[src/soc_periph_consts.svh]
/*
  SoC peripheral constants: bus widths, address map,
  register offsets, reset values and event numbering
*/
`ifndef SOC_PERIPH_CONSTS_SVH
`define SOC_PERIPH_CONSTS_SVH

// bus and vector widths
`define APB_ADDR_W          32
`define APB_DATA_W          32
`define N_GPIO              32
`define EVNT_WIDTH          8
`define EVT_FIFO_DEPTH      4

// address bits 11:8 pick the slave, 7:0 the register
`define SLV_SEL_LSB         8
`define SLV_SOC_CTRL        0
`define SLV_GPIO            1
`define SLV_EVT             2

// soc control offsets
`define REG_BOOTADDR        8'h00
`define REG_FETCHEN         8'h04
`define REG_JTAG            8'h08
`define REG_INFO            8'h0C

// gpio offsets
`define REG_GPIO_DIR        8'h00
`define REG_GPIO_IN         8'h04
`define REG_GPIO_OUT        8'h08
`define REG_GPIO_IRQ_EN     8'h0C
`define REG_GPIO_IRQ_STATUS 8'h10

// event generator offsets
`define REG_EVT_SW          8'h00
`define REG_EVT_MASK        8'h04
`define REG_EVT_STATUS      8'h08

`define BOOT_ADDR_RESET     32'h1C008080
`define NB_CORES            4
`define NB_CLUSTERS         0

// event ids pushed into the fifo
`define EVT_ID_GPIO         8'h18
`define EVT_ID_REF_RISE     8'h17
`define EVT_ID_REF_FALL     8'h16

// positions in the fc interrupt vector
`define FC_EVT_GPIO_BIT     18
`define FC_EVT_REF_BIT      23
`define FC_EVT_ERR_BIT      29

`endif

[src/soc_periph_pkg.sv]
/*
  SoC peripheral types shared by the register blocks
*/
`include "soc_periph_consts.svh"

package soc_periph_pkg;

  ////////////////////////////////////////
  // apb bus words
  ////////////////////////////////////////
  typedef logic [`APB_ADDR_W-1:0] apb_addr_t;
  typedef logic [`APB_DATA_W-1:0] apb_data_t;

  ////////////////////////////////////////
  // event and pin vectors
  ////////////////////////////////////////
  // id carried on the fc event port
  typedef logic [`EVNT_WIDTH-1:0] evt_id_t;

  // one bit per pad
  typedef logic [`N_GPIO-1:0] gpio_vec_t;

endpackage

[src/apb_gpio.sv]
/*
  APB GPIO: direction and output registers, synchronised
  inputs, per-pin rising edge interrupt with clear on read
*/
`timescale 1ns/10ps
`include "soc_periph_consts.svh"

module apb_gpio
  import soc_periph_pkg::*;
(
  input  logic      clk_i,
  input  logic      reset_i,
  input  logic      psel_i,
  input  logic      penable_i,
  input  logic      pwrite_i,
  input  apb_addr_t paddr_i,
  input  apb_data_t pwdata_i,
  output apb_data_t prdata_o,
  output logic      pslverr_o,

  input  gpio_vec_t gpio_in_i,
  output gpio_vec_t gpio_out_o,
  output gpio_vec_t gpio_oe_o,
  output logic      gpio_irq_o
);

  logic [`SLV_SEL_LSB-1:0] reg_off;
  logic                    apb_wr;
  logic                    status_rd;
  logic                    off_bad;

  // two flop synchroniser plus one for edge history
  gpio_vec_t gpio_sync1;
  gpio_vec_t gpio_sync2;
  gpio_vec_t gpio_prev;
  gpio_vec_t irq_en;
  gpio_vec_t irq_status;
  gpio_vec_t rise;

  assign reg_off   = paddr_i[`SLV_SEL_LSB-1:0];
  assign apb_wr    = psel_i & penable_i & pwrite_i;
  assign status_rd = psel_i & penable_i & ~pwrite_i & (reg_off == `REG_GPIO_IRQ_STATUS);

  // rising edge on enabled pins only
  assign rise = gpio_sync2 & ~gpio_prev & irq_en;

  ////////////////////////////////////////
  // input path and interrupt
  ////////////////////////////////////////
  always_ff @(posedge clk_i) begin
    if (reset_i) begin
      gpio_sync1 <= '0;
      gpio_sync2 <= '0;
      gpio_prev  <= '0;
      irq_status <= '0;
    end else begin
      gpio_sync1 <= gpio_in_i;
      gpio_sync2 <= gpio_sync1;
      gpio_prev  <= gpio_sync2;
      // a new edge in the read cycle survives the clear
      irq_status <= (status_rd ? '0 : irq_status) | rise;
    end
  end

  assign gpio_irq_o = |irq_status;

  ////////////////////////////////////////
  // config registers
  ////////////////////////////////////////
  always_ff @(posedge clk_i) begin
    if (reset_i) begin
      gpio_oe_o  <= '0;
      gpio_out_o <= '0;
      irq_en     <= '0;
    end else if (apb_wr) begin
      case (reg_off)
        `REG_GPIO_DIR:    gpio_oe_o  <= pwdata_i;
        `REG_GPIO_OUT:    gpio_out_o <= pwdata_i;
        `REG_GPIO_IRQ_EN: irq_en     <= pwdata_i;
        // input and status take no write
        default: ;
      endcase
    end
  end

  // read mux
  always_comb begin
    prdata_o = '0;
    off_bad  = 1'b0;
    case (reg_off)
      `REG_GPIO_DIR:        prdata_o = gpio_oe_o;
      `REG_GPIO_IN:         prdata_o = gpio_sync2;
      `REG_GPIO_OUT:        prdata_o = gpio_out_o;
      `REG_GPIO_IRQ_EN:     prdata_o = irq_en;
      `REG_GPIO_IRQ_STATUS: prdata_o = irq_status;
      default:              off_bad  = 1'b1;
    endcase
  end

  assign pslverr_o = psel_i & penable_i & off_bad;

endmodule

[src/apb_periph_demux.sv]
/*
  APB peripheral demux: picks a slave from address bits 11:8,
  returns its read data and error, flags unmapped slaves
*/
`timescale 1ns/10ps
`include "soc_periph_consts.svh"

module apb_periph_demux
  import soc_periph_pkg::*;
(
  input  apb_addr_t  paddr_i,
  input  logic       psel_i,
  input  logic       penable_i,
  output apb_data_t  prdata_o,
  output logic       pready_o,
  output logic       pslverr_o,

  // per-slave side
  output logic [2:0] sel_o,
  input  apb_data_t  slv_prdata_i [3],
  input  logic [2:0] slv_pslverr_i
);

  // slave number field
  logic [3:0] slv_num;
  logic       slv_hit;
  logic       slv_err;

  assign slv_num = paddr_i[`SLV_SEL_LSB+3:`SLV_SEL_LSB];

  ////////////////////////////////////////
  // decode and response mux
  ////////////////////////////////////////
  always_comb begin
    sel_o    = '0;
    prdata_o = '0;
    slv_hit  = 1'b0;
    slv_err  = 1'b0;
    case (slv_num)
      `SLV_SOC_CTRL: begin
        slv_hit                = 1'b1;
        sel_o[`SLV_SOC_CTRL]   = psel_i;
        prdata_o               = slv_prdata_i[`SLV_SOC_CTRL];
        slv_err                = slv_pslverr_i[`SLV_SOC_CTRL];
      end
      `SLV_GPIO: begin
        slv_hit                = 1'b1;
        sel_o[`SLV_GPIO]       = psel_i;
        prdata_o               = slv_prdata_i[`SLV_GPIO];
        slv_err                = slv_pslverr_i[`SLV_GPIO];
      end
      `SLV_EVT: begin
        slv_hit                = 1'b1;
        sel_o[`SLV_EVT]        = psel_i;
        prdata_o               = slv_prdata_i[`SLV_EVT];
        slv_err                = slv_pslverr_i[`SLV_EVT];
      end
      // unmapped slaves read as zero
      default: begin
        slv_hit  = 1'b0;
      end
    endcase
  end

  // error from the chosen slave, or no slave at all
  assign pslverr_o = psel_i & penable_i & (slv_err | ~slv_hit);

  // all slaves are zero wait state
  assign pready_o = 1'b1;

endmodule

[src/soc_ctrl_regs.sv]
/*
  SoC control registers: fabric controller boot address and
  fetch enable, JTAG mailbox, read-only core count info
*/
`timescale 1ns/10ps
`include "soc_periph_consts.svh"

module soc_ctrl_regs
  import soc_periph_pkg::*;
(
  input  logic       clk_i,
  input  logic       reset_i,
  input  logic       psel_i,
  input  logic       penable_i,
  input  logic       pwrite_i,
  input  apb_addr_t  paddr_i,
  input  apb_data_t  pwdata_i,
  output apb_data_t  prdata_o,
  output logic       pslverr_o,

  input  logic       fc_fetch_en_valid_i,
  input  logic       fc_fetch_en_i,
  output apb_addr_t  fc_bootaddr_o,
  output logic       fc_fetchen_o,
  input  logic [7:0] soc_jtag_reg_i,
  output logic [7:0] soc_jtag_reg_o
);

  logic [`SLV_SEL_LSB-1:0] reg_off;
  logic                    apb_wr;
  logic                    off_bad;

  assign reg_off = paddr_i[`SLV_SEL_LSB-1:0];
  // write lands at the end of the access cycle
  assign apb_wr  = psel_i & penable_i & pwrite_i;

  ////////////////////////////////////////
  // registers
  ////////////////////////////////////////
  always_ff @(posedge clk_i) begin
    if (reset_i) begin
      fc_bootaddr_o  <= `BOOT_ADDR_RESET;
      fc_fetchen_o   <= 1'b0;
      soc_jtag_reg_o <= '0;
    end else begin
      if (apb_wr && reg_off == `REG_BOOTADDR) begin
        fc_bootaddr_o <= pwdata_i;
      end
      // external strobe wins over the bus
      if (fc_fetch_en_valid_i) begin
        fc_fetchen_o <= fc_fetch_en_i;
      end else if (apb_wr && reg_off == `REG_FETCHEN) begin
        fc_fetchen_o <= pwdata_i[0];
      end
      if (apb_wr && reg_off == `REG_JTAG) begin
        soc_jtag_reg_o <= pwdata_i[7:0];
      end
    end
  end

  ////////////////////////////////////////
  // read mux
  ////////////////////////////////////////
  always_comb begin
    prdata_o = '0;
    off_bad  = 1'b0;
    case (reg_off)
      `REG_BOOTADDR: prdata_o = fc_bootaddr_o;
      `REG_FETCHEN:  prdata_o[0] = fc_fetchen_o;
      // debugger byte above, soc byte below
      `REG_JTAG:     prdata_o[15:0] = {soc_jtag_reg_i, soc_jtag_reg_o};
      `REG_INFO:     prdata_o = {16'(`NB_CORES), 16'(`NB_CLUSTERS)};
      default:       off_bad = 1'b1;
    endcase
  end

  // info word is read only
  assign pslverr_o = psel_i & penable_i &
                     (off_bad | (pwrite_i & reg_off == `REG_INFO));

endmodule

[src/soc_event_gen.sv]
/*
  SoC event generator: arbitrates software, GPIO and ref clock
  events into a small FIFO, offered on a valid/ready port
*/
`timescale 1ns/10ps
`include "soc_periph_consts.svh"

module soc_event_gen
  import soc_periph_pkg::*;
(
  input  logic      clk_i,
  input  logic      reset_i,
  input  logic      psel_i,
  input  logic      penable_i,
  input  logic      pwrite_i,
  input  apb_addr_t paddr_i,
  input  apb_data_t pwdata_i,
  output apb_data_t prdata_o,
  output logic      pslverr_o,

  input  logic      slow_clk_i,
  input  logic      gpio_irq_i,
  output logic      ref_edge_o,
  output logic      overflow_o,
  output logic      fc_event_valid_o,
  output evt_id_t   fc_event_data_o,
  input  logic      fc_event_ready_i
);

  localparam int PTR_W = $clog2(`EVT_FIFO_DEPTH);
  localparam int CNT_W = PTR_W + 1;

  logic [`SLV_SEL_LSB-1:0] reg_off;
  logic                    apb_wr;
  logic                    off_bad;
  logic [1:0]              evt_mask;
  // slow clock sync, last stage is edge history
  logic [2:0]              ref_sync;
  logic                    ref_rise_q;
  logic                    ref_fall_q;
  logic                    gpio_irq_q;
  logic                    sw_cand, gpio_cand, rise_cand, fall_cand;
  logic                    push_req, push_ok, pop, lost;
  evt_id_t                 push_id;
  evt_id_t                 fifo_mem [`EVT_FIFO_DEPTH];
  logic [PTR_W-1:0]        wr_ptr, rd_ptr;
  logic [CNT_W-1:0]        fill_cnt;

  assign reg_off = paddr_i[`SLV_SEL_LSB-1:0];
  assign apb_wr  = psel_i & penable_i & pwrite_i;

  ////////////////////////////////////////
  // event sources
  ////////////////////////////////////////
  always_ff @(posedge clk_i) begin
    if (reset_i) begin
      ref_sync   <= '0;
      ref_rise_q <= 1'b0;
      ref_fall_q <= 1'b0;
      gpio_irq_q <= 1'b0;
    end else begin
      ref_sync   <= {ref_sync[1:0], slow_clk_i};
      // one cycle pulses on the third edge
      ref_rise_q <= ref_sync[1] & ~ref_sync[2];
      ref_fall_q <= ~ref_sync[1] & ref_sync[2];
      gpio_irq_q <= gpio_irq_i;
    end
  end

  assign ref_edge_o = ref_rise_q | ref_fall_q;
  assign sw_cand    = apb_wr & (reg_off == `REG_EVT_SW);
  assign gpio_cand  = evt_mask[0] & gpio_irq_i & ~gpio_irq_q;
  assign rise_cand  = evt_mask[1] & ref_rise_q;
  assign fall_cand  = evt_mask[1] & ref_fall_q;

  // priority: software, gpio, ref edges
  always_comb begin
    push_id = `EVT_ID_REF_FALL;
    if (sw_cand)        push_id = pwdata_i[`EVNT_WIDTH-1:0];
    else if (gpio_cand) push_id = `EVT_ID_GPIO;
    else if (rise_cand) push_id = `EVT_ID_REF_RISE;
  end

  assign push_req = sw_cand | gpio_cand | rise_cand | fall_cand;
  assign pop      = fc_event_valid_o & fc_event_ready_i;
  // a full fifo still takes a push when it pops the same edge
  assign push_ok  = (fill_cnt != CNT_W'(`EVT_FIFO_DEPTH)) | pop;
  // losing candidates or a blocked push
  assign lost     = (sw_cand & (gpio_cand | rise_cand | fall_cand)) |
                    (gpio_cand & (rise_cand | fall_cand)) | (push_req & ~push_ok);

  ////////////////////////////////////////
  // fifo, mask and overflow
  ////////////////////////////////////////
  always_ff @(posedge clk_i) begin
    if (push_req && push_ok) fifo_mem[wr_ptr] <= push_id;
  end

  always_ff @(posedge clk_i) begin
    if (reset_i) begin
      wr_ptr     <= '0;
      rd_ptr     <= '0;
      fill_cnt   <= '0;
      evt_mask   <= '0;
      overflow_o <= 1'b0;
    end else begin
      if (push_req && push_ok) wr_ptr <= wr_ptr + 1'b1;
      if (pop) rd_ptr <= rd_ptr + 1'b1;
      fill_cnt <= fill_cnt + CNT_W'(push_req & push_ok) - CNT_W'(pop);
      if (apb_wr && reg_off == `REG_EVT_MASK) evt_mask <= pwdata_i[1:0];
      // new loss beats the clear
      if (lost) overflow_o <= 1'b1;
      else if (apb_wr && reg_off == `REG_EVT_STATUS) overflow_o <= 1'b0;
    end
  end

  assign fc_event_valid_o = (fill_cnt != '0);
  assign fc_event_data_o  = fifo_mem[rd_ptr];

  // read mux, sw register reads zero
  always_comb begin
    prdata_o = '0;
    off_bad  = 1'b0;
    case (reg_off)
      `REG_EVT_SW:     prdata_o = '0;
      `REG_EVT_MASK:   prdata_o[1:0] = evt_mask;
      `REG_EVT_STATUS: prdata_o[CNT_W:0] = {fill_cnt, overflow_o};
      default:         off_bad = 1'b1;
    endcase
  end

  assign pslverr_o = psel_i & penable_i & off_bad;

endmodule

[src/soc_peripherals.sv]
/*
  SoC peripheral corner: one APB port to SoC control, GPIO and
  event generator, plus the fc interrupt line vector
*/
`timescale 1ns/10ps
`include "soc_periph_consts.svh"

module soc_peripherals
  import soc_periph_pkg::*;
(
  input  logic       clk_i,
  input  logic       reset_i,
  input  logic       slow_clk_i,
  // apb slave port
  input  apb_addr_t  paddr_i,
  input  apb_data_t  pwdata_i,
  input  logic       pwrite_i,
  input  logic       psel_i,
  input  logic       penable_i,
  output apb_data_t  prdata_o,
  output logic       pready_o,
  output logic       pslverr_o,
  // fabric controller boot
  input  logic       fc_fetch_en_valid_i,
  input  logic       fc_fetch_en_i,
  output apb_addr_t  fc_bootaddr_o,
  output logic       fc_fetchen_o,
  input  logic [7:0] soc_jtag_reg_i,
  output logic [7:0] soc_jtag_reg_o,
  // pads
  input  gpio_vec_t  gpio_in_i,
  output gpio_vec_t  gpio_out_o,
  output gpio_vec_t  gpio_oe_o,
  // events
  output apb_data_t  fc_events_o,
  output logic       fc_event_valid_o,
  output evt_id_t    fc_event_data_o,
  input  logic       fc_event_ready_i
);

  localparam int N_SLV = `SLV_EVT + 1;

  logic [N_SLV-1:0] s_sel;
  apb_data_t        s_slv_prdata [N_SLV];
  logic [N_SLV-1:0] s_slv_pslverr;
  logic             s_gpio_irq;
  logic             s_ref_edge;
  logic             s_overflow;

  ////////////////////////////////////////
  // bus decode
  ////////////////////////////////////////
  apb_periph_demux u_apb_periph_demux (
    .paddr_i      (paddr_i),
    .psel_i       (psel_i),
    .penable_i    (penable_i),
    .prdata_o     (prdata_o),
    .pready_o     (pready_o),
    .pslverr_o    (pslverr_o),
    .sel_o        (s_sel),
    .slv_prdata_i (s_slv_prdata),
    .slv_pslverr_i(s_slv_pslverr)
  );

  ////////////////////////////////////////
  // slaves
  ////////////////////////////////////////
  soc_ctrl_regs u_soc_ctrl_regs (
    .clk_i(clk_i), .reset_i(reset_i),
    .psel_i(s_sel[`SLV_SOC_CTRL]), .penable_i(penable_i), .pwrite_i(pwrite_i),
    .paddr_i(paddr_i), .pwdata_i(pwdata_i),
    .prdata_o(s_slv_prdata[`SLV_SOC_CTRL]), .pslverr_o(s_slv_pslverr[`SLV_SOC_CTRL]),
    .fc_fetch_en_valid_i(fc_fetch_en_valid_i), .fc_fetch_en_i(fc_fetch_en_i),
    .fc_bootaddr_o(fc_bootaddr_o), .fc_fetchen_o(fc_fetchen_o),
    .soc_jtag_reg_i(soc_jtag_reg_i), .soc_jtag_reg_o(soc_jtag_reg_o)
  );

  apb_gpio u_apb_gpio (
    .clk_i(clk_i), .reset_i(reset_i),
    .psel_i(s_sel[`SLV_GPIO]), .penable_i(penable_i), .pwrite_i(pwrite_i),
    .paddr_i(paddr_i), .pwdata_i(pwdata_i),
    .prdata_o(s_slv_prdata[`SLV_GPIO]), .pslverr_o(s_slv_pslverr[`SLV_GPIO]),
    .gpio_in_i(gpio_in_i), .gpio_out_o(gpio_out_o), .gpio_oe_o(gpio_oe_o),
    .gpio_irq_o(s_gpio_irq)
  );

  soc_event_gen u_soc_event_gen (
    .clk_i(clk_i), .reset_i(reset_i),
    .psel_i(s_sel[`SLV_EVT]), .penable_i(penable_i), .pwrite_i(pwrite_i),
    .paddr_i(paddr_i), .pwdata_i(pwdata_i),
    .prdata_o(s_slv_prdata[`SLV_EVT]), .pslverr_o(s_slv_pslverr[`SLV_EVT]),
    .slow_clk_i(slow_clk_i), .gpio_irq_i(s_gpio_irq),
    .ref_edge_o(s_ref_edge), .overflow_o(s_overflow),
    .fc_event_valid_o(fc_event_valid_o), .fc_event_data_o(fc_event_data_o),
    .fc_event_ready_i(fc_event_ready_i)
  );

  // fc interrupt lines, unused bits tied low
  always_comb begin
    fc_events_o                  = '0;
    fc_events_o[`FC_EVT_GPIO_BIT] = s_gpio_irq;
    fc_events_o[`FC_EVT_REF_BIT]  = s_ref_edge;
    fc_events_o[`FC_EVT_ERR_BIT]  = s_overflow;
  end

endmodule

[config.mk]
export PLATFORM = sky130hd
export DESIGN_NAME = soc_peripherals
export DESIGN_NICKNAME = d
export VERILOG_FILES = /design/src/soc_periph_pkg.sv /design/src/apb_gpio.sv /design/src/apb_periph_demux.sv /design/src/soc_ctrl_regs.sv /design/src/soc_event_gen.sv /design/src/soc_peripherals.sv
export VERILOG_INCLUDE_DIRS = /design/src
export SDC_FILE = /design/constraint.sdc
export NUM_CORES = 1
export LEC_CHECK = 0
export BUFFER_PORTS_ARGS = -buffer_cell sky130_fd_sc_hd__buf_2
export CAP_MARGIN = 5
export CORE_MARGIN = 5
export CORE_UTILIZATION = 40
export CTS_CLUSTER_SIZE = 30
export DETAILED_ROUTE_END_ITERATION = 8
export PLACE_DENSITY = 0.57
export SLEW_MARGIN = 20
export SYNTH_ARGS = -nofsm -noshare
export SYNTH_HDL_FRONTEND = slang
export SYNTH_HIERARCHICAL = 1
export SYNTH_SLANG_ARGS = --single-unit
[constraint.sdc]
create_clock -name clk_i -period 3.7 [get_ports clk_i]
set_clock_uncertainty 0.2 [all_clocks]
set_input_delay 0 -clock clk_i [delete_from_list [all_inputs] [get_ports clk_i]]
set_output_delay 0 -clock clk_i [all_outputs]
set_load 0.005 [all_outputs]
# Word level (Yosys, flattened, before mapping)

Memory sizes are Yosys's and may differ from the RTL's. A register that Yosys moved wholly into a read port is not among the register bits.
Index checks and enable logic that the tools add are counted.

Register bits after elaboration: 281
Bits in writable memories: 32
Bits of input ports: 113
Logic and storage cells: 125
Memories: 1

Add/sub/neg operators: 4
Eq/ne operators: 7
Mux-type cells: 27
Bitwise logic cells: 48
Reduce and logical (&&, ||, !) cells: 19

Memories:

| name                     | words | bits a word | read ports | clocked after Yosys merged registers in | write ports | RTL line            | source |
|---|---|---|---|---|---|---|---|
| u_soc_event_gen.fifo_mem | 4     | 8           | 1          | 1                                       | 1           | soc_event_gen.sv:45 | `` evt_id_t fifo_mem [`EVT_FIFO_DEPTH]; `` |

Operator list:

| kind                                                                   | count |
|---|---|
| 32-bit case mux with 5 select lines                                    | 1 |
| 32-bit case mux with 3 select lines                                    | 1 |
| 32-bit bitwise AND                                                     | 2 |
| 32-bit 2-to-1 mux                                                      | 1 |
| 32-bit inverter                                                        | 1 |
| 32-bit OR                                                              | 1 |
| 16-bit case mux with 2 select lines                                    | 1 |
| 32-bit OR reduction                                                    | 1 |
| 15-bit case mux with 2 select lines                                    | 1 |
| 1-bit bitwise AND                                                      | 26 |
| 8-bit by 4-bit equality test with 1-bit output (second input constant) | 2 |
| 8-bit 2-to-1 mux                                                       | 2 |
| 1-bit 2-to-1 mux                                                       | 14 |
| 1-bit OR                                                               | 12 |
| 8-bit by 3-bit equality test with 1-bit output (second input constant) | 1 |
| 8-bit by 5-bit equality test with 1-bit output (second input constant) | 1 |
| 8-bit logical NOT                                                      | 1 |
| 1-bit logical AND                                                      | 6 |
| 2-bit 2-to-1 mux                                                       | 3 |
| 1-bit inverter                                                         | 6 |
| 1-bit case mux with 3 select lines                                     | 2 |
| 2-bit AND reduction                                                    | 3 |
| 3-bit OR reduction                                                     | 2 |
| 5-bit OR reduction                                                     | 1 |
| 11 further kinds                                                       | 13 |

# Depth between registers and ports, before layout

Gate-level depths: netlist (run 1).

Depth in word-level cells: 11
Mapped depth: 14
Gate-level depth less buffers: 14

# Modules after synthesis

Netlist (run 1), hierarchy kept.

By module, submodules not included:

| module           | instances | cells each | area an instance (um^2) |
|---|---|---|---|
| apb_gpio         | 1         | 885        | 9201.3 |
| soc_event_gen    | 1         | 189        | 2426.1 |
| soc_ctrl_regs    | 1         | 247        | 2254.7 |
| apb_periph_demux | 1         | 88         | 802.0 |
| soc_peripherals  | 1         | 33         | 244.0 |

# Least setup slack after synthesis (run 1)

Ideal clock, no wire load.

Path type: reg-to-reg
Start point: register u_apb_gpio.irq_status[12]
End point: register u_soc_event_gen.fill_cnt[2]
Data arrival time: 2.521 ns
Required time: 3.372 ns
Setup slack: 0.851 ns
Stages on the path, launching flop included: 15
Path through: dfxtp_1 > nor4_1 > nand4_1 > or2_2 > and3b_1 > nor2_1 > a21oi_2 > inv_1 > ha_1 > inv_1 > ha_1 > fa_1 > xnor2_1 > xnor2_1 > nor2_1

Word-level cells in the longest chain between the ends: 9

Ends and longest elaborated chain:

| element                                     | RTL line              | source |
|---|---|---|
| from (decl)                                 | apb_gpio.sv:37        | `gpio_vec_t irq_status;` |
| from (signal assigned)                      | apb_gpio.sv:61        | `irq_status <= (status_rd ? '0 : irq_status) \| rise;` |
| 32-bit OR reduction                         | apb_gpio.sv:65        | `assign gpio_irq_o = \|irq_status;` |
| named net s_gpio_irq                        | soc_peripherals.sv:46 | `logic s_gpio_irq;` |
| 1-bit bitwise AND (2 in a row)              | soc_event_gen.sv:72   | `assign gpio_cand = evt_mask[0] & gpio_irq_i & ~gpio_irq_q;` |
| 1-bit OR (3 in a row)                       | soc_event_gen.sv:84   | `assign push_req = sw_cand \| gpio_cand \| rise_cand \| fall_cand;` |
| 1-bit bitwise AND                           | soc_event_gen.sv:109  | `fill_cnt <= fill_cnt + CNT_W'(push_req & push_ok) - CNT_W'(pop);` |
| 3-bit adder                                 | soc_event_gen.sv:109  |  |
| 3-bit by 1-bit subtractor with 3-bit output | soc_event_gen.sv:109  |  |
| to (signal assigned)                        | soc_event_gen.sv:109  |  |
| to (decl)                                   | soc_event_gen.sv:47   | `logic [CNT_W-1:0] fill_cnt;` |

The timed path passes the listed nets, and every way through them passes these cells.
A chain may end at the register's enable or synchronous reset.

==> results of run 1 <==
## cell usage in the layout (no fill, tap or decap), types with 14 or more instances in the layout
cell type	synthesis	layout
sky130_fd_sc_hd__dfxtp_1	283	283
sky130_fd_sc_hd__buf_2	13	241
sky130_fd_sc_hd__mux2i_1	224	224
sky130_fd_sc_hd__nand2b_1	193	193
sky130_fd_sc_hd__dlygate4sd3_1	0	116
sky130_fd_sc_hd__nor2b_1	107	107
sky130_fd_sc_hd__conb_1	3	58
sky130_fd_sc_hd__nor2_1	46	45
sky130_fd_sc_hd__clkbuf_16	0	39
sky130_fd_sc_hd__a21oi_1	39	39
sky130_fd_sc_hd__nand3b_1	33	33
sky130_fd_sc_hd__o31ai_1	32	32
sky130_fd_sc_hd__edfxtp_1	32	32
sky130_fd_sc_hd__o2bb2ai_1	30	30
sky130_fd_sc_hd__buf_4	65	27
sky130_fd_sc_hd__nor3_1	28	27
sky130_fd_sc_hd__and2_1	24	24
sky130_fd_sc_hd__nand4_1	18	18
sky130_fd_sc_hd__a22oi_1	16	16
sky130_fd_sc_hd__o221ai_1	14	14
## final timing paths
kind,cells after the start,end,slack (ns),from
setup / recovery,7,prdata_o[16],0.27,paddr_i[5]
hold / removal,3,u_apb_gpio/gpio_sync1[20],0.02,gpio_in_i[20]
setup reg to reg,14,u_soc_event_gen/fill_cnt[2],0.34,u_apb_gpio/irq_status[12]
hold reg to reg,1,u_soc_event_gen/ref_rise_q,0.20,u_soc_event_gen/ref_sync[2]
## cell type report
class | instances | area [um^2] | share of cell area [%]
timing repair buffer | 389 | 2664 | 14.29
sequential | 315 | 6626 | 35.54
tap | 468 | 585.6 | 3.141
multi-input combinational | 999 | 7467 | 40.05
clock inverter | 13 | 127.6 | 0.6845
clock buffer | 53 | 1129 | 6.053
inverter | 12 | 45.04 | 0.2416
## routing by layer
layer / track usage, % / routed length, um / up-vias
li1: - / - / 5596
met1: 31.05 / 21560 / 5729
met2: 33.19 / 20780 / 373
met3: 6.090 / 3611 / 72
met4: 6.071 / 1194 / 2
met5: 0 / 13 / -
## synth_stat cells, types with 3 or more instances
cell	n
sky130_fd_sc_hd__a21oi_1	39
sky130_fd_sc_hd__a221o_1	13
sky130_fd_sc_hd__a22oi_1	16
sky130_fd_sc_hd__a311o_1	5
sky130_fd_sc_hd__and2_1	24
sky130_fd_sc_hd__and3_1	4
sky130_fd_sc_hd__buf_1	11
sky130_fd_sc_hd__buf_2	13
sky130_fd_sc_hd__buf_4	65
sky130_fd_sc_hd__buf_6	12
sky130_fd_sc_hd__buf_8	3
sky130_fd_sc_hd__clkbuf_1	67
sky130_fd_sc_hd__conb_1	3
sky130_fd_sc_hd__dfxtp_1	283
sky130_fd_sc_hd__edfxtp_1	32
sky130_fd_sc_hd__ha_1	6
sky130_fd_sc_hd__inv_1	12
sky130_fd_sc_hd__mux2_2	12
sky130_fd_sc_hd__mux2i_1	224
sky130_fd_sc_hd__mux4_2	8
sky130_fd_sc_hd__nand2_1	11
sky130_fd_sc_hd__nand2b_1	193
sky130_fd_sc_hd__nand3_1	5
sky130_fd_sc_hd__nand3b_1	33
sky130_fd_sc_hd__nand4_1	18
sky130_fd_sc_hd__nor2_1	46
sky130_fd_sc_hd__nor2b_1	107
sky130_fd_sc_hd__nor3_1	28
sky130_fd_sc_hd__nor3b_1	3
sky130_fd_sc_hd__nor4_1	11
sky130_fd_sc_hd__o221ai_1	14
sky130_fd_sc_hd__o2bb2ai_1	30
sky130_fd_sc_hd__o31ai_1	32
sky130_fd_sc_hd__or2_2	5
sky130_fd_sc_hd__or3_1	3
sky130_fd_sc_hd__or4_1	6
sky130_fd_sc_hd__or4b_2	3
sky130_fd_sc_hd__xnor2_1	3
## where the power goes
group	internal (mW)	switching, mW
clock	2.27	1.46
combinational	0.351	0.345
sequential	3.51	0.0837
## flip-flops by register name, indices dropped and copies added (netlist names), 3 cells and up, named ones only
register	flops
u_apb_gpio/gpio_oe_o	32
u_apb_gpio/gpio_out_o	32
u_apb_gpio/gpio_prev	32
u_apb_gpio/gpio_sync1	32
u_apb_gpio/gpio_sync2	32
u_apb_gpio/irq_en	32
u_apb_gpio/irq_status	32
u_soc_ctrl_regs/fc_bootaddr_o	32
u_soc_ctrl_regs/soc_jtag_reg_o	8
u_soc_event_gen/fifo_mem	32
u_soc_event_gen/fill_cnt	3
u_soc_event_gen/ref_sync	3
## critical path: stages
cell and delay [ns]:
sky130_fd_sc_hd__dlygate4sd3_1 0.54, sky130_fd_sc_hd__buf_2 0.19, sky130_fd_sc_hd__or3_2 0.67, sky130_fd_sc_hd__or4_1 0.88, sky130_fd_sc_hd__o221ai_1 0.60, sky130_fd_sc_hd__o2bb2ai_1 0.19
sky130_fd_sc_hd__buf_2 0.14
## repair_timing
action	4_1_cts	5_1_grt
resized for setup	0	1
endpoints found under the hold margin	244	0
setup endpoints to repair	0	3
hold buffers	116	0
## kinds of logic after synthesis
group,after synthesis
other,3
AO/OA/AOI/OAI,166
flip-flops,315
buffers and inverters,183
XOR/XNOR,4
AND/OR/NAND/NOR,519
adder cells (fa/ha/maj),7
multiplexers,245
## metrics by stage
stage	util (%)	cell area (um^2)	instances	setup WS (ns)	hold WS, ns
after detailed placement	44.21	16220	2067	0.3711	0.01168
after floorplan	-	15130	1497	0.8512	-0.1284
after CTS	50.80	18640	2249	0.1567	0.0003845
after global routing	50.80	18640	2249	0.1432	0.03710
after global placement	44.21	16220	2067	0.4019	0.01577
final	50.80	18640	2249	0.2697	0.01513
==> results.md, run 1 <==
- The final wirelength is 47160 um.
- In this run the cell area of the synthesized design comes to 14930 um^2.
- The required time of the worst setup path is 3.50 ns.
- The via count of the first global-routing pass is 11550.
- The number of fillers in the final layout is 3416.
- For the worst setup path, the data arrival time is 3.23 ns.
- By area the synthesized netlist is led by sky130_fd_sc_hd__dfxtp_1, sky130_fd_sc_hd__mux2i_1, sky130_fd_sc_hd__nand2b_1, sky130_fd_sc_hd__edfxtp_1, sky130_fd_sc_hd__nor2b_1.
- The insertion delay to the later sink of the worst-skew pair is 0.53 ns.
- The clock tree from TritonCTS is done.
- Summing the areas of all and, or, nand and nor instances in the mapped netlist gives 21.80% of the synthesized area.
- Summing the areas of all fa, ha and maj instances in the mapped netlist gives 0.6370% of the synthesized area.
- STA classifies the critical path startpoint as a primary input.
- Buffers placed on the I/O ports in this run total 242.
- The number of antenna violations at the first check in global routing is 1.
- The xor/xnor share of the synthesized area is 0.2347%.
- The sequential element share of the synthesized area is 44.39%.
- Multiplexer cells account for 17.21% of the synthesized area.
- Dividing total power by cell area gives a power density of 429.9 nW/um^2.
- The share of layout cells above drive strength 1 is 21.45%.
- The classification of the worst-slack hold path is primary input to register.
- The number of clock sinks seen by CTS is 315.
- The cell type with the largest total area after synthesis is sky130_fd_sc_hd__dfxtp_1.
- The die outline height is 203.2 um.
- The average vias per placed instance is 5.234.
- The number of inserted diodes is 0.
- The number of buffers inserted during clock tree synthesis is 37.
- Post-CTS timing repair inserted 0 buffers for setup.
- The area of the placeable core is 36700 um^2.
- Setup total negative slack on the finished layout was measured at 0 ns.
- The per-instance average area after synthesis is 10.35 um^2.
- The area share of the largest cell type after synthesis is 37.95%.
- In the routed design, unresolved DRC markers number 0.
- The headroom to the max-slew limit is 42.89%.
- The maximum vdd drop is 0.2235 mV.
- The floorplan has 70 rows.
- Global routing used 21.97% of the available tracks across all layers.
- After layout, the worst path uses 92.71% of the clock period.
- The number of enable flip-flop cells after synthesis is 32.
- The longest clock path from root to sink contains 3 buffers.
- The number of standard cells after synthesis is 1442.
- The actual slew at the worst max-slew pin is 0.8567 ns.
- The number of nets in the layout is 1874.
- The width of the die is 203.2 um.
- The clock transition time at the flip-flop clock pins of the worst setup and hold paths is 0.06 ns.
- The pre-antenna-repair detailed-routing pass consisted of 5 iterations.
- The overall power consumption is 8.016 mW.
- The largest family of logic cells by synthesized area is simple AND/OR/NAND/NOR gates.
- The HPWL after detailed placement is 32710 um.
- The I/O pin count is 293.
- The maximum number of pins on one net before global-route repair is 137.
- The warning count from the yosys run is 6.
- The run finished with clean final reports.
- Synthesis instantiated 68 different standard cells from the library.
- The post-detailed-route wirelength per cell is 20.97 um.
- CTS placed an instance of sky130_fd_sc_hd__clkbuf_16 at the clock tree root.
- The residual antenna-violating net count after detailed routing is 0.
- The signed area change from the synthesized netlist to the final layout is 24.89%.
- The predominant post-synthesis flop cell is sky130_fd_sc_hd__dfxtp_1.
- In this run the static leakage power is 7.878 nW.
- The global placement routability congestion is 0.8788.
- For the finished layout, the period the worst path requires is 3.430 ns.
- The tool flagged a number of max-cap violations equal to 0.
- The number of failing hold endpoints at the final stage is 0.
- The wire length of the first global-routing pass is 71340 um.
- The initial DRC count is 899.
- The fraction of the mapped netlist area in compound gates is 8.482%.
- The fmax is 0.2915 GHz.
- The share of synthesized flip-flops with an asynchronous set or reset is 0%.
- The initial utilization of the core area, before any placement, comes to 40.68%.
- The die covers 41280 um^2.
- The detailed router placed 11770 vias in this run.
- The critical setup path kind is primary input to output port.
- The maximum fanout encountered on the critical timing path is 16.
- The kind of end point of the critical path is an output port.
- The sum of overflow across all layers after global routing is 0.
- The total count of max-transition violations in the final report is 0.
- Synthesis inferred 315 register bits.
- The H-tree generated during clock tree synthesis spans 2 levels.
- Setup repair after global routing left no endpoint under its margin.
- The number of endpoints failing setup at the final stage is 0.
Note: power is estimated with default switching activity, not from simulation.
==> run 2: changes to the inputs <==
CORE_UTILIZATION = 30   (was 40)
PLACE_DENSITY = 0.45   (was 0.57)
==> run 2 against run 1 <==
Compared with the run above: die area increased by 32%; sequential share of layout area decreased by 0.32 points; total power decreased by 1.3%; sequential power about the same; worst hold slack improved by 0.012 ns; final area increased by 0.90%; combinational power increased by 2%; clock-buffer cell count increased by 3; critical endpoint is now u_soc_event_gen/fill_cnt[2]; utilization decreased by 12 points; critical path depth increased by 7; largest cell class unchanged; cell count increased by 8.8%; global-route usage decreased by 3.5 points.
==> results.md, run 2 (synthesized netlist as in run 1, its figures left out) <==
- Dividing total power by cell area gives a power density of 420.4 nW/um^2.
- Detailed routing inserted a total of 11660 vias.
- The worst path meets setup with 0.2859 ns of slack.
- The signed area change from the synthesized netlist to the final layout is 26.02%.
- The classification of the worst-slack hold path is primary input to register.
- The die outline height is 233.1 um.
- TritonCTS built the clock tree.
- The count of buffers inserted at the top-level ports is 242.
- In the final design database the tool counted 1877 nets.
- The worst setup path startpoint is u_apb_gpio/irq_status[31].
- The worst setup path is launched from a register.
- The number of antenna violations at the first check in global routing is 0.
- Once detailed placement completed, the half-perimeter wirelength came to 36830 um.
- The startpoint of the most critical hold path is gpio_in_i[24].
- The shortest clock period the worst path allows after layout is 3.414 ns.
- The number of buffers inserted during clock tree synthesis is 39.
- The CTS root buffer is sky130_fd_sc_hd__clkbuf_16.
- The post-detailed-route DRC marker count is 0.
- The number of inserted diodes is 0.
- Of the available clock period, the critical path in the final layout requires 92.27%.
- The post-detailed-route wirelength per cell is 21.26 um.
- The number of clock sinks seen by CTS is 315.
- The initial DRC count is 761.
- The commonest non-fill, non-tap cell in the layout is sky130_fd_sc_hd__dfxtp_1.
- At the worst endpoint, the arrival time is 3.63 ns.
- No sink is reached through more buffers than the 3 on the longest clock path.
- The number of failing hold endpoints at the final stage came to 0.
- At the end of routability-driven placement, the weighted congestion stood at 0.8205.
- The max-cap check violation count is 0.
- The insertion delay to the later sink of the worst-skew pair is 0.55 ns.
- The count of H-tree levels built during CTS is 2.
- The core region is 49050 um^2.
- The count of cells resized by post-cts repair is 0.
- The startpoint identified for the worst register-to-register timing path is u_apb_gpio/irq_status[31].
- VDD sags by at most 0.2650 mV.
- The floorplan step defined a die boundary enclosing 54320 um^2.
- The critical setup path kind is register to register.
- The residual antenna-violating net count after detailed routing is 0.
- The maximum number of pins on one net before global-route repair is 119.
- At the placement stage, the worst setup path has a slack of 0.3719 ns.
- The sum of overflow across all layers after global routing is 0.
- The routed design has 52040 um of wire.
- The kind of end point of the critical path is a register.
- Clock-pin slew was measured on the worst setup and hold paths at 0.06 ns.
- The number of placement rows is 81.
- The width of the die is 233.1 um.
- Setup violations remaining at the end of the flow were counted as 0.
- The headroom to the max-slew limit is 38.83%.
- The fmax is 0.2929 GHz.
- The first global-routing pass estimated 76220 um of wire.
- The total count of max-transition violations in the final report is 0.
- The run finished with clean final reports.
- Setup repair after global routing left no endpoint under its margin.
- The via count of the first global-routing pass is 11460.
- The share of layout cells above drive strength 1 is 21.30%.
- The sum of negative setup slack is 0 ns.
- Once the floorplan was initialized, standard cells occupied 30.43% of the core.
- The average vias per placed instance is 4.763.
- For the worst setup path, the data required time is 3.91 ns.
- For this run, the total global-route usage over all layers was measured as 18.44%.
- The actual slew at the worst max-slew pin is 0.9146 ns.
- The flop-to-flop setup slack is 0.29 ns.
- The top cell types in the final layout, fill and taps aside, are sky130_fd_sc_hd__dfxtp_1, sky130_fd_sc_hd__buf_2, sky130_fd_sc_hd__mux2i_1.
- Pin placement for this block handled 293 I/O pins.
- Along the worst path, the maximum fanout reaches 7.
- For this run, the detailed router's first-pass iteration total came to 5.
- Summed over all cells, the static leakage comes to 7.814 nW.
## run 2: changes by cell type in the layout (fill, tap and decap cells not counted), sizes merged
cell         before  now
buf             272  276
bufinv            2    0
clkbuf           54   57
clkinv            9   10
dlygate4sd3     116  113
## run 2: metrics by stage
step,instances,utilization [%],area (um^2),hold slack (ns),total power [mW]
final,2448,38.35,18810,0.02689,7.909
after global routing,2448,38.35,18810,0.02522,8.236
after CTS,2448,38.35,18810,0.003752,8.048
after detailed placement,2267,33.62,16490,0.01667,4.292
after global placement,2267,33.62,16490,0.01577,4.288
after floorplan,1497,-,15130,-0.1284,4.087
## run 2: worst paths after layout
path                                 endpoint  cells past startpoint
hold / removal      u_apb_gpio/gpio_sync1[24]                      3
setup reg to reg  u_soc_event_gen/fill_cnt[2]                     14
hold reg to reg    u_soc_event_gen/ref_rise_q                      1
setup / recovery  u_soc_event_gen/fill_cnt[2]                     14
## run 2: repair_timing
item / CTS / global route
buffers inserted: 0 / 0
hold buffers: 113 / 0
endpoints found under the hold margin: 241 / 0
## run 2: final cells by class
class | count | area, um^2
tap | 664 | 830.8
multi-input combinational | 999 | 7471
timing repair buffer | 390 | 2651
inverter | 12 | 45.04
fill | 4967 | 30240
sequential | 315 | 6626
clock inverter | 12 | 67.56
clock buffer | 56 | 1120
## run 2: critical path, stage by stage, from the launching register on
cell                      delay [ns]
sky130_fd_sc_hd__dfxtp_1        0.32
sky130_fd_sc_hd__nor4_1         0.52
sky130_fd_sc_hd__nand4_1        0.16
sky130_fd_sc_hd__or2_2          0.40
sky130_fd_sc_hd__and3b_1        0.22
sky130_fd_sc_hd__nor2_1         0.12
sky130_fd_sc_hd__a21oi_2        0.13
sky130_fd_sc_hd__inv_1          0.07
sky130_fd_sc_hd__ha_1           0.11
sky130_fd_sc_hd__inv_1          0.04
sky130_fd_sc_hd__ha_1           0.19
sky130_fd_sc_hd__fa_1           0.41
sky130_fd_sc_hd__xnor2_1        0.19
sky130_fd_sc_hd__xnor2_1        0.13
sky130_fd_sc_hd__nor2_1         0.05
## run 2: power breakdown
part           total, mW  switching [mW]  internal [mW]  leakage (nW)
clock network       3.60            1.51           2.10         0.590
logic              0.707           0.354          0.353          4.66
registers           3.60          0.0846           3.51          2.56
## run 2: routing by layer
| layer | global-route usage, % | wire length, um | vias to the layer above |
|---|---|---|---|
| met3 | 4.339 | 3104 | 51 |
| met5 | 0 | 0 | - |
| met2 | 28.15 | 23080 | 326 |
| li1 | - | - | 5605 |
| met1 | 26.38 | 24870 | 5678 |
| met4 | 4.486 | 982 | 0 |
